$ cat config.mk
export PLATFORM = sky130hd
export DESIGN_NAME = taggedMemory
export DESIGN_NICKNAME = d
export VERILOG_FILES = /design/src/logic/memTypesPkg.sv /design/src/logic/portCtrlPkg.sv /design/src/logic/byteLaneRam.sv /design/src/logic/grubbyTagRam.sv /design/src/logic/memoryPort.sv /design/src/logic/taggedMemory.sv
export VERILOG_INCLUDE_DIRS = /design/src /design/src/logic
export SDC_FILE = /design/constraint.sdc
export NUM_CORES = 1
export LEC_CHECK = 0
export BUFFER_PORTS_ARGS = -buffer_cell sky130_fd_sc_hd__buf_2
export CORE_UTILIZATION = 40
export CTS_CLUSTER_DIAMETER = 200
export CTS_CLUSTER_SIZE = 14
export DETAILED_ROUTE_END_ITERATION = 12
export PLACE_DENSITY = 0.67
export SLEW_MARGIN = 25
export SYNTH_ARGS = -nofsm -noshare
export SYNTH_HDL_FRONTEND = slang
export SYNTH_SLANG_ARGS = --single-unit
export TNS_END_PERCENT = 1
$ cat constraint.sdc
create_clock -name clk -period 2.5 [get_ports clk]
set_input_delay 0.125 -clock clk [delete_from_list [all_inputs] [get_ports clk]]
set_output_delay 0.125 -clock clk [all_outputs]
set_load 0.05 [all_outputs]
$ cat src/logic/tagmem_consts.svh
// tagged memory size constants, included by the packages and RAM modules that need them
`ifndef TAGMEM_CONSTS_SVH
`define TAGMEM_CONSTS_SVH

// word address bits
`define TAGMEM_ADDR_WIDTH 4

// words in each RAM, always a power of two
`define TAGMEM_DEPTH (1 << `TAGMEM_ADDR_WIDTH)

`endif

$ cat src/logic/memTypesPkg.sv
// storage types shared by the RAMs, the port controller and the top level
`include "tagmem_consts.svh"

package memTypesPkg;

    // one processor data word
    typedef logic [31:0] dataWord;

    // word address into both RAMs
    typedef logic [`TAGMEM_ADDR_WIDTH-1:0] wordAddr;

    // per byte lane write enables, bit 0 is the low byte
    typedef logic [3:0] byteMask;

endpackage

$ cat src/logic/portCtrlPkg.sv
// port controller types, used by the scrub and serve logic of memoryPort
`include "tagmem_consts.svh"

package portCtrlPkg;

    // controller modes, scrub runs once after reset
    typedef enum logic {
        Scrubbing,
        Serving
    } portState;

    // one extra bit so the walk can see its own end
    typedef logic [`TAGMEM_ADDR_WIDTH:0] scrubCount;

endpackage

$ cat src/logic/byteLaneRam.sv
// 32-bit single-port data RAM with byte lane write mask, instantiated by taggedMemory
`timescale 1ns/1ps
`include "tagmem_consts.svh"

module byteLaneRam (
    input  logic                 clk,
    input  logic                 write,
    input  memTypesPkg::byteMask mask,
    input  memTypesPkg::wordAddr addr,
    input  memTypesPkg::dataWord wdata,
    output memTypesPkg::dataWord rdata
);

    memTypesPkg::dataWord mem [0:`TAGMEM_DEPTH-1];

    // old word comes out one cycle later, also on a write
    always_ff @(posedge clk) begin
        rdata <= mem[addr];
    end

    // each lane is replaced only when its mask bit is set
    always_ff @(posedge clk) begin
        if (write) begin
            for (int lane = 0; lane < 4; lane++) begin
                if (mask[lane]) begin
                    mem[addr][lane*8 +: 8] <= wdata[lane*8 +: 8];
                end
            end
        end
    end

endmodule

$ cat src/logic/grubbyTagRam.sv
// one tag bit per word, applies the grubby update rule, instantiated by taggedMemory
`timescale 1ns/1ps
`include "tagmem_consts.svh"

module grubbyTagRam (
    input  logic                 clk,
    input  logic                 write,
    input  memTypesPkg::byteMask mask,
    input  memTypesPkg::wordAddr addr,
    input  logic                 wgrubby,
    output logic                 rgrubby
);

    logic tags [0:`TAGMEM_DEPTH-1];
    logic anyLane;
    logic newTag;

    // a partial write always leaves the word grubby
    assign anyLane = |mask;
    assign newTag  = (mask != 4'b1111) | wgrubby;

    always_ff @(posedge clk) begin
        rgrubby <= tags[addr];
    end

    // zero mask touches no lane and so keeps the old tag
    always_ff @(posedge clk) begin
        if (write && anyLane) begin
            tags[addr] <= newTag;
        end
    end

endmodule

$ cat src/logic/memoryPort.sv
// request port controller: post-reset scrub, RAM control mux and response valid
`timescale 1ns/1ps
`include "tagmem_consts.svh"

module memoryPort (
    input  logic                 clk,
    input  logic                 arstN,
    input  logic                 valid,
    input  logic                 write,
    input  memTypesPkg::byteMask wmask,
    input  memTypesPkg::dataWord wdata,
    input  logic                 wgrubby,
    input  memTypesPkg::wordAddr addr,
    output logic                 ready,
    output logic                 rvalid,
    output logic                 ramWrite,
    output memTypesPkg::byteMask ramMask,
    output memTypesPkg::wordAddr ramAddr,
    output memTypesPkg::dataWord ramWdata,
    output logic                 ramWgrubby
);

    portCtrlPkg::portState  state;
    portCtrlPkg::scrubCount scrubCnt;
    portCtrlPkg::scrubCount scrubNext;
    logic                   scrubbing;
    logic                   accepted;
    logic                   scrubDone;

    assign scrubbing = (state == portCtrlPkg::Scrubbing);
    assign ready     = (state == portCtrlPkg::Serving);
    assign accepted  = valid & ready;

    // top bit of the next count marks the last scrub address
    assign scrubNext = scrubCnt + portCtrlPkg::scrubCount'(1);
    assign scrubDone = scrubNext[`TAGMEM_ADDR_WIDTH];

    always_ff @(posedge clk or negedge arstN) begin
        if (!arstN) begin
            state    <= portCtrlPkg::Scrubbing;
            scrubCnt <= '0;
        end else begin
            case (state)
                portCtrlPkg::Scrubbing: begin
                    scrubCnt <= scrubNext;
                    if (scrubDone) begin
                        state <= portCtrlPkg::Serving;
                    end
                end
                portCtrlPkg::Serving: begin
                    // stays here until the next reset
                    state <= portCtrlPkg::Serving;
                end
                default: begin
                    state <= portCtrlPkg::Scrubbing;
                end
            endcase
        end
    end

    // one response per accepted request, reads and writes alike
    always_ff @(posedge clk or negedge arstN) begin
        if (!arstN) begin
            rvalid <= 1'b0;
        end else begin
            rvalid <= accepted;
        end
    end

    // scrub writes zero data and a grubby tag into every word
    always_comb begin
        if (scrubbing) begin
            ramWrite   = 1'b1;
            ramMask    = '1;
            ramAddr    = scrubCnt[`TAGMEM_ADDR_WIDTH-1:0];
            ramWdata   = '0;
            ramWgrubby = 1'b1;
        end else begin
            ramWrite   = accepted & write;
            ramMask    = wmask;
            ramAddr    = addr;
            ramWdata   = wdata;
            ramWgrubby = wgrubby;
        end
    end

endmodule

$ cat src/logic/taggedMemory.sv
// top level of the tagged word memory, connects the port controller to data and tag RAMs
`timescale 1ns/1ps

module taggedMemory (
    input  logic                 clk,
    input  logic                 arstN,
    input  logic                 valid,
    input  logic                 write,
    input  memTypesPkg::byteMask wmask,
    input  memTypesPkg::dataWord wdata,
    input  logic                 wgrubby,
    input  memTypesPkg::wordAddr addr,
    output logic                 ready,
    output logic                 rvalid,
    output memTypesPkg::dataWord rdata,
    output logic                 rgrubby
);

    logic                 ramWrite;
    memTypesPkg::byteMask ramMask;
    memTypesPkg::wordAddr ramAddr;
    memTypesPkg::dataWord ramWdata;
    logic                 ramWgrubby;

    memoryPort memoryPort_i (
        .clk        (clk),
        .arstN      (arstN),
        .valid      (valid),
        .write      (write),
        .wmask      (wmask),
        .wdata      (wdata),
        .wgrubby    (wgrubby),
        .addr       (addr),
        .ready      (ready),
        .rvalid     (rvalid),
        .ramWrite   (ramWrite),
        .ramMask    (ramMask),
        .ramAddr    (ramAddr),
        .ramWdata   (ramWdata),
        .ramWgrubby (ramWgrubby)
    );

    // both RAMs see the same address, mask and write strobe
    byteLaneRam byteLaneRam_i (
        .clk   (clk),
        .write (ramWrite),
        .mask  (ramMask),
        .addr  (ramAddr),
        .wdata (ramWdata),
        .rdata (rdata)
    );

    grubbyTagRam grubbyTagRam_i (
        .clk     (clk),
        .write   (ramWrite),
        .mask    (ramMask),
        .addr    (ramAddr),
        .wgrubby (ramWgrubby),
        .rgrubby (rgrubby)
    );

endmodule

### Word level (Yosys, flattened, before mapping)

Memories as Yosys holds them, arrays and structs flattened. A register that Yosys moved wholly into a read port is not among the register bits.
Cells that the tools add are included.

| word-level totals | value |
|---|---|
| output and inout port bits | 35 |
| memories kept | 2 |
| word-level logic and storage cells | 34 |
| register bits | 7 |
| bits in writable memories | 528 |
| input bits | 45 |

Memory list:

| memory | words | bits a word | read ports | clocked after memory_dff | wr ports | line | text |
|---|---|---|---|---|---|---|---|
| byteLaneRam_i.mem | 16 | 32 | 1 | 1 | 1 | byteLaneRam.sv:14 | `` memTypesPkg::dataWord mem [0:`TAGMEM_DEPTH-1]; `` |
| grubbyTagRam_i.tags | 16 | 1 | 1 | 1 | 1 | grubbyTagRam.sv:14 | `` logic tags [0:`TAGMEM_DEPTH-1]; `` |

| operators by class | value |
|---|---|
| reductions and logical operators | 2 |
| add/sub/neg operators | 1 |
| equality and inequality tests | 1 |
| bitwise gates (word level) | 4 |
| mux-type cells | 21 |

Operators by type and width:

| cell | count |
|---|---|
| two-way mux 32 bit | 1 |
| two-way mux 1 bit | 17 |
| two-way mux 4 bit | 2 |
| adder 5 x 1 -> 5 bit, second input constant | 1 |
| != test 4 bit, second input constant | 1 |
| OR reduction 4 bit | 1 |
| AND 1 bit | 2 |
| case mux 1 bit (2 select lines) | 1 |
| logical AND 1 bit | 1 |
| inverter 1 bit | 1 |
| bitwise OR 1 bit | 1 |

### Depth between registers and ports, before layout

Gate-level depths: netlist (run 1).

| logic depth | value |
|---|---|
| word-level depth | 6 |
| depth in mapped cells | 8 |
| mapped depth without buffers | 4 |

### Modules after synthesis

Synthesis (run 1) repeated with hierarchy kept, for this count alone.

| second synthesis, totals | value |
|---|---|
| cells, all modules | 1031 |
| area total of the unflattened synthesis | 21520.6 um^2 |

By module, submodules not included:

| module | instances | cells each | area an instance (um^2) |
|---|---|---|---|
| byteLaneRam | 1 | 910 | 20129.3 |
| grubbyTagRam | 1 | 53 | 790.8 |
| memoryPort | 1 | 68 | 600.6 |

### Worst setup path after synthesis (run 1)

No wires, ideal clock.

| path | value |
|---|---|
| kind | register to register |
| start point | register memoryPort_i.state, in the netlist memoryPort_i.ready |
| end point | memory byteLaneRam_i.mem[9][0] (netlist name) (enable) |
| stages on the path, launching flop included | 9 |
| arrival time | 2.212 ns |
| period minus slack after synthesis | 2.582 ns |
| library setup time | 0.370 ns |
| required time | 2.130 ns |
| setup slack | -0.082 ns |
| path buffers | 4 |
| cell sequence | dfrtp_1 -> buf_6 -> buf_4 -> nand2b_1 -> buf_2 -> buf_2 -> o22ai_1 -> nand2_1 -> nor2_1 |

| on the way | value |
|---|---|
| longest elaborated chain between the ends | 5 |
| elaborated cells between the ends (all ways) | 8 |
| classes of those cells | mux (6); bitwise (2) |

Ends and longest elaborated chain:

| what | line | text |
|---|---|---|
| start: declaration | memoryPort.sv:23 | `portCtrlPkg::portState state;` |
| start signal: assignment | memoryPort.sv:40 | `state <= portCtrlPkg::Scrubbing;` |
| start signal: assignment | memoryPort.sv:47 | `state <= portCtrlPkg::Serving;` |
| start signal: assignment | memoryPort.sv:52 | `state <= portCtrlPkg::Serving;` |
| AND 1 bit | memoryPort.sv:32 | `assign accepted = valid & ready;` |
| AND 1 bit | memoryPort.sv:79 | `ramWrite = accepted & write;` |
| two-way mux 1 bit | memoryPort.sv:72 | `if (scrubbing) begin` |
| two-way mux 1 bit | byteLaneRam.sv:23 | `if (write) begin` |
| two-way mux 1 bit (not written as such) | byteLaneRam.sv:26 | `mem[addr][lane*8 +: 8] <= wdata[lane*8 +: 8];` |
| end: declaration | byteLaneRam.sv:14 |  |

Parallel ways exist; a longest one is shown, timed or not.

### Final worst setup path (run 1)

| path | value |
|---|---|
| start point | register memoryPort_i.state, in the netlist memoryPort_i.ready |
| end point | register byteLaneRam_i.rdata[19] (read register of byteLaneRam_i.mem) |

| on the way | value |
|---|---|
| longest elaborated chain between the ends | 1 |

Ends and longest elaborated chain:

| what | line | text |
|---|---|---|
| two-way mux 4 bit | memoryPort.sv:72 |  |
| end: declaration | byteLaneRam.sv:11 | `output memTypesPkg::dataWord rdata` |

Every way passes these cells.
A chain may end at the register's enable or synchronous reset.

==> summary.md, run 1 <==
| Metric | Value |
|---|---|
| Worst Max-Slew Pin Slew | 0.944 ns |
| Layout filler cell count | 5,121 |
| MaxCap Viol Count | 0 |
| H-Tree Depth | 2 |
| Slew headroom | 36.8% |
| Final min period | 2.43 ns |
| Gr ovfl total | 0 |
| Largest cells by area after synthesis | edfxtp_1, mux4_2, dfxtp_1, o32ai_1, nand2_1 |
| Reg2reg path depth | 7 |
| RR Endpoint | byteLaneRam_i.rdata[19] |
| Area Growth Syn to Fin | 13.9% |
| Gate Count Post-Synth | 1,604 |
| DR pass1 iterations | 5 |
| Worst Setup Start Kind | flop |
| Main synth FF type | edfxtp_1 |
| NetSw | 4.18 mW |
| Clock Skew | 0.0320 ns |
| P_leak | 8.78 nW |
| Crit path DAT | 2.87 ns |
| Crit path largest cell delay | 0.58 ns |
| Final hold vios | 0 |
| Post-CTS setup buffers | 0 |
| Detailed Route Iter0 Violations | 1,555 |
| Initial core utilization | 40.5% |
| Register area share after synthesis | 69.8% |
| Overall die width | 247 um |
| Synth Cell Area | 0.0239 sq mm |
| Power share of the sequential group | 56.6% |
| Worst EP required | 2.94 ns |
| Wire length on met3 | 5.27 mm |
| Post-layout util | 46.2% |
| Total number of vias | 15,042 |
| Clock Tree Buf Depth | 3 |
| Crit path cell chain | buf_12 -> nand2_2 -> buf_6 -> buf_4 -> o32ai_1 -> o41ai_1 -> nand4_1 |
| Hold Path End | byteLaneRam_i.mem[0][28] |
| Total power | 18.5 mW |
| Sink Count | 568 |
| Dpl ws | -0.0317 ns |
| Seq. cell area | 0.0167 sq mm |
| Max rail drop VDD | 0.539 mV |
| CTS root buf | clkbuf_16 |
| Num ports | 80 |
| Non-Filler Instances | 2,539 |
| HP Class | primary input to flop |
| Routed length on met2 | 30.7 mm |
| Worst Setup End Kind | flop |
| Synth async-reset ratio | 1.23% |
| Total CTS buffers | 46 |
| Vias in the first global route | 15,101 |
| Period utilization | 97.0% |
| Num rows | 89 |
| Routability cong. | 0.859 |
| Post-route cell area | 0.0272 sq mm |
| EDFF count, synth | 528 |
| Cell-internal power | 14.3 mW |
| Worst-path fanout max | 46 |
| Combinational share of power | 6.9% |
| Post-route DRC | 0 |
| Hold depth | 3 |
| Die area | 0.0608 sq mm |
| Seq cells post-synth | 568 |
| Synth unique cells | 45 |
| Synth top area share | 66.3% |
| Antenna violations before repair | 1 |
| GRT Total Usage | 21.0% |
| Vias per cell | 5.92 |
| Reg-to-reg slack, setup | 0.07 ns |
| Die H | 247 um |
| Routed WL | 63.4 mm |
| Biggest area consumer among synthesized cells | edfxtp_1 |
| Mapped Avg Cell Area | 14.9 sq um |
| CTS tree | yes |
| Hold path startpoint | wdata[28] |
| Post-synth top cells | edfxtp_1, nand2_1, clkbuf_1 |
| CORE AREA | 0.0590 sq mm |
| Slew Viols, Final | 0 |
| Input/output buffers | 79 |
| Final net count | 1,773 |
| Area of the multi-input gates | 0.00650 sq mm |
| Placed cells | 2,449 |
| DR WL/cell | 25.0 um |
| Slowest-stage cell, CP | dfrtp_4 |
| Switching share of power | 22.6% |
| Detailed Place HPWL | 40.4 mm |
| Largest net degree at the start of global routing | 69 |
| RSZ-0062 raised after global routing | false |
| Syn Nets | 1,650 |
| Final setup viols | 0 |
| Layout cell share with drive strength beyond 1 | 19.8% |
| Number of synthesis warnings | 0 |
| Reg2reg start | memoryPort_i.ready |
| Most frequent cell after synthesis | edfxtp_1 |
| Final worst slack | 0.0743 ns |
| Clk pwr share | 36.5% |
| Clock Latency Late Sink | 0.60 ns |
| F_max | 412 MHz |
| Worst setup path category | flop to flop |
| Post-DP Area | 0.0258 sq mm |
| Antenna viol nets, final | 0 |
| Pwr/cell area | 680 mW/mm^2 |
| First-pass GRT wire length | 95.7 mm |
| Top Metal Used | met4 |
| Worst-path clk slew | 0.07 ns |
| Metal1 wirelength | 25.6 mm |
| Status | complete, no violations |
what timing repair did:
action                     in CTS  in global routing
cloned                          0                  0
hold buffers                    3                  0
hold endpoints to repair        8                  0
setup endpoints to repair      21                 95
gates resized for setup         4                 15
power groups by stage:
stage | combinational (mW) | sequential, mW | clock (mW)
global placement | 1.24 | 10.7 | 0
CTS | 1.27 | 10.5 | 6.88
global route | 1.35 | 10.5 | 7.21
finish | 1.27 | 10.5 | 6.77
floorplan | 0.574 | 10.9 | 0
detailed placement | 1.26 | 10.7 | 0
per-layer routing:
| metal | track usage (%) | up-vias |
|---|---|---|
| met1 | 28.7 | 7652 |
| met2 | 34.4 | 757 |
| met4 | 7.12 | 0 |
| met3 | 3.02 | 132 |
| li1 | - | 6501 |
| met5 | 0 | - |
placed cells by master (no fill, tap or decap), types with 30 or more instances in the layout:
master and instances:
a41o_1 33, o32ai_1 67, o21ai_0 66, buf_2 78, edfxtp_1 528, clkbuf_1 36
o41ai_1 30, buf_4 113, o21a_1 33, and2_1 67, inv_1 69, a32oi_1 33
nand4_1 33, o32a_1 34, nor2_1 68, mux4_2 66, dfxtp_1 33, nand2b_1 70
clkbuf_16 46, a21boi_0 33, nand2_1 152
kinds of logic (layout without fill, tap and decap cells):
group / count (synthesis) / count (layout) / share of synthesized area [%]
adder cells (fa/ha/maj): 1 / 1 / 0.0523
multiplexers: 69 / 69 / 6.37
other: 0 / 1 / 0
XOR/XNOR: 5 / 5 / 0.183
flip-flops: 568 / 568 / 69.8
AND/OR/NAND/NOR: 419 / 419 / 8.56
AO/OA/AOI/OAI: 342 / 342 / 11.5
buffers and inverters: 200 / 361 / 3.55
registers in the layout, summed over array words and instances, names as in the netlist:
name,cells
byteLaneRam_i.mem,512
grubbyTagRam_i.tags,16
byteLaneRam_i.rdata,32
memoryPort_i.scrubCnt,5
grubbyTagRam_i.rgrubby,1
memoryPort_i.rvalid,1
memoryPort_i.ready,1
critical path, delay by kind of cell (launching register included):
family	cells	cell delay, ns
AOI/OAI and AO/OA	2	0.50
buffers and inverters	3	0.96
DFF	1	0.58
and+or+nand+nor	2	0.20
worst max path at each step:
stage                             from                         to
finish              memoryPort_i.ready    byteLaneRam_i.rdata[19]
global route        memoryPort_i.ready  byteLaneRam_i.mem[11][16]
CTS                 memoryPort_i.ready  byteLaneRam_i.mem[14][16]
detailed placement  memoryPort_i.ready     grubbyTagRam_i.rgrubby
global placement    memoryPort_i.ready     grubbyTagRam_i.rgrubby
floorplan           memoryPort_i.ready    byteLaneRam_i.mem[9][0]
area by class of cell:
cell class | count | share of cell area [%]
timing repair buffer | 206 | 5.46
clock buffer | 82 | 4.72
antenna | 1 | 0.00919
inverter | 69 | 0.951
tap | 773 | 3.55
multi-input combinational | 836 | 23.9
sequential | 568 | 61.3
clock inverter | 4 | 0.156
through the flow:
stage	TNS, ns	hold slack (ns)
floorplan	-21.19	-0.171
global placement	-0.00327	0.00283
detailed placement	-0.0317	0.00359
CTS	-0.0893	0.0244
global route	0	0.0671
finish	0	0.0506
Note: power is estimated with default switching activity, not from simulation.
==> run 2, diff against run 1 <==
Settings changed: CORE_UTILIZATION 40 to 56, PLACE_DENSITY 0.67 to 0.86.
==> summary.md, run 2 (synthesized netlist as in run 1, its figures left out) <==
| Metric | Value |
|---|---|
| Final min period | 2.43 ns |
| Clock Latency Late Sink | 0.57 ns |
| Worst Setup Start Kind | flop |
| Setup TNS | 0 ns |
| Worst EP required | 2.77 ns |
| Placed cells | 2,203 |
| H-Tree Depth | 2 |
| Vias in the first global route | 15,437 |
| Routed WL | 61.4 mm |
| MaxCap Viol Count | 0 |
| Leading cell type in the layout, fill and taps excluded | edfxtp_1 |
| Status | complete, no violations |
| Non-Filler Instances | 2,292 |
| CTS root buf | clkbuf_16 |
| Cell-internal power | 14.5 mW |
| Ant diodes | 0 |
| Crit path largest cell delay | 0.57 ns |
| Hold path startpoint | wdata[15] |
| Final net count | 1,762 |
| P_leak | 8.76 nW |
| Combinational share of power | 6.6% |
| First-pass GRT wire length | 93.0 mm |
| Total number of vias | 15,473 |
| Routability cong. | 0.866 |
| Post-route DRC | 0 |
| Detailed Place HPWL | 37.9 mm |
| NetSw | 4.10 mW |
| Switching share of power | 22.1% |
| Met3 usage | 6.28% |
| Met1 Track Usage GR | 37.6% |
| Worst Setup End Kind | flop |
| Num rows | 75 |
| CTS tree | yes |
| Crit path cell chain | buf_6 -> o21ai_4 -> buf_4 -> nand2_1 -> nor2_1 -> buf_4 |
| Clock Tree Buf Depth | 3 |
| Largest net degree at the start of global routing | 67 |
| Max reg flops | 512 |
| Worst setup path category | flop to flop |
| GRT Total Usage | 28.4% |
| Dpl ws | 0.0633 ns |
| Crit path DAT | 2.70 ns |
| Antenna violations before repair | 3 |
| RSZ-0062 raised after global routing | false |
| Most frequent CP cell | buf_4 |
| Num ports | 80 |
| Top reg by flops | byteLaneRam_i.mem |
| CP bufs+invs | 3 |
| Met2 Use GR | 46.5% |
| Detailed Route Iter0 Violations | 2,230 |
| Final hold vios | 0 |
| Input/output buffers | 79 |
| Overall die width | 209 um |
| Post-DP Area | 0.0255 sq mm |
| Hold depth | 2 |
| Antenna viol nets, final | 0 |
| Pwr/cell area | 691 mW/mm^2 |
| Layout cell share with drive strength beyond 1 | 18.7% |
| Clk pwr share | 37.0% |
| Final setup viols | 0 |
| Die H | 209 um |
| F_max | 412 MHz |
| Clock Skew | 0.0171 ns |
| Highest-count cells in the layout ignoring fill and taps | edfxtp_1, nand2_1, buf_4 |
| Layout filler cell count | 2,800 |
| Initial core utilization | 56.9% |
| Reg-to-reg slack, setup | 0.07 ns |
| Period utilization | 97.2% |
| Most used routing layer | met2 |
| DR WL/cell | 26.8 um |
| Area Growth Syn to Fin | 12.4% |
| Total power | 18.6 mW |
| Worst Max-Slew Pin Slew | 0.922 ns |
| Hold Path End | byteLaneRam_i.mem[8][15] |
| Sink Count | 568 |
| Area of the multi-input gates | 0.00646 sq mm |
| Worst-path clk slew | 0.07 ns |
| Slew headroom | 38.3% |
| RR Endpoint | byteLaneRam_i.mem[12][0] |
| HP Class | primary input to flop |
| Biggest regs | byteLaneRam_i.mem x512, byteLaneRam_i.rdata x32, grubbyTagRam_i.tags x16 |
| CORE AREA | 0.0420 sq mm |
| Gr ovfl total | 0 |
| Worst-path fanout max | 19 |
| Max rail drop VDD | 0.459 mV |
| Power share of the sequential group | 56.4% |
| Die area | 0.0435 sq mm |
| Dominant delay contributor by cell family on the critical path | buffers and inverters |
| Final worst slack | 0.0703 ns |
| Total CTS buffers | 46 |
| Seq. cell area | 0.0167 sq mm |
| Vias per cell | 6.75 |
| Reg2reg path depth | 6 |
| Slew Viols, Final | 0 |
| DR pass1 iterations | 5 |
| Slowest-stage cell, CP | dfrtp_4 |
| Reg2reg start | memoryPort_i.ready |
| Post-route cell area | 0.0269 sq mm |
[run 2: cell count changes in the layout (fill, tap and decap cells not counted), moves of 2 or more]
cell,previous run,this run
o41ai_2,3,1
o41ai_1,30,32
inv_6,2,0
nor2_2,13,3
clkbuf_16,46,49
buf_12,9,11
buf_4,113,102
nor2_1,68,78
[run 2: area by class of cell]
class,count,share of cell area (%)
clock buffer,84,5.05
clock inverter,1,0.0326
inverter,69,0.964
multi-input combinational,836,24.0
sequential,568,62.1
tap,539,2.51
timing repair buffer,195,5.27
[run 2: power groups by stage]
stage	Sequential [mW]	Clock (mW)	Combinational, mW
final	10.5	6.88	1.22
after global placement	10.7	0	1.15
after detailed placement	10.7	0	1.20
after global routing	10.5	7.23	1.29
after CTS	10.5	6.88	1.21
after floorplan	10.9	0	0.574
[run 2: worst max path at each step]
stage | start | end | slack (ns) | cells after the start
finish | memoryPort_i.ready | byteLaneRam_i.mem[12][0] | 0.07 | 6
global route | memoryPort_i.ready | byteLaneRam_i.mem[12][22] | 0.02 | 6
CTS | memoryPort_i.ready | byteLaneRam_i.mem[7][20] | 0.04 | 5
detailed placement | memoryPort_i.ready | byteLaneRam_i.mem[12][0] | 0.06 | 6
global placement | memoryPort_i.ready | byteLaneRam_i.mem[12][2] | 0.08 | 6
floorplan | memoryPort_i.ready | byteLaneRam_i.mem[9][0] | -0.08 | 8
[run 2: metal layers]
metal | wire length, um | vias up | part of all wire [%]
met5 | 44 | - | 0.072
met4 | 2170 | 6 | 3.5
met3 | 6580 | 189 | 11
met2 | 30400 | 997 | 50
met1 | 22200 | 7814 | 36
li1 | - | 6467 | -
[run 2: repair_timing]
item / in CTS / in global routing
gates resized for setup: 0 / 4
hold buffers: 3 / 0
setup buffers: 1 / 0
endpoints found under the hold margin: 8 / 0
endpoints found under the setup margin: 12 / 25
pin swaps: 0 / 0
[run 2: per-stage QoR]
step | util, % | hold slack (ns)
floorplan | - | -0.171
global placement | 60.5 | -0.00497
global route | 63.9 | 0.245
finish | 63.9 | 0.214
detailed placement | 60.5 | -0.00603
CTS | 63.9 | 0.203
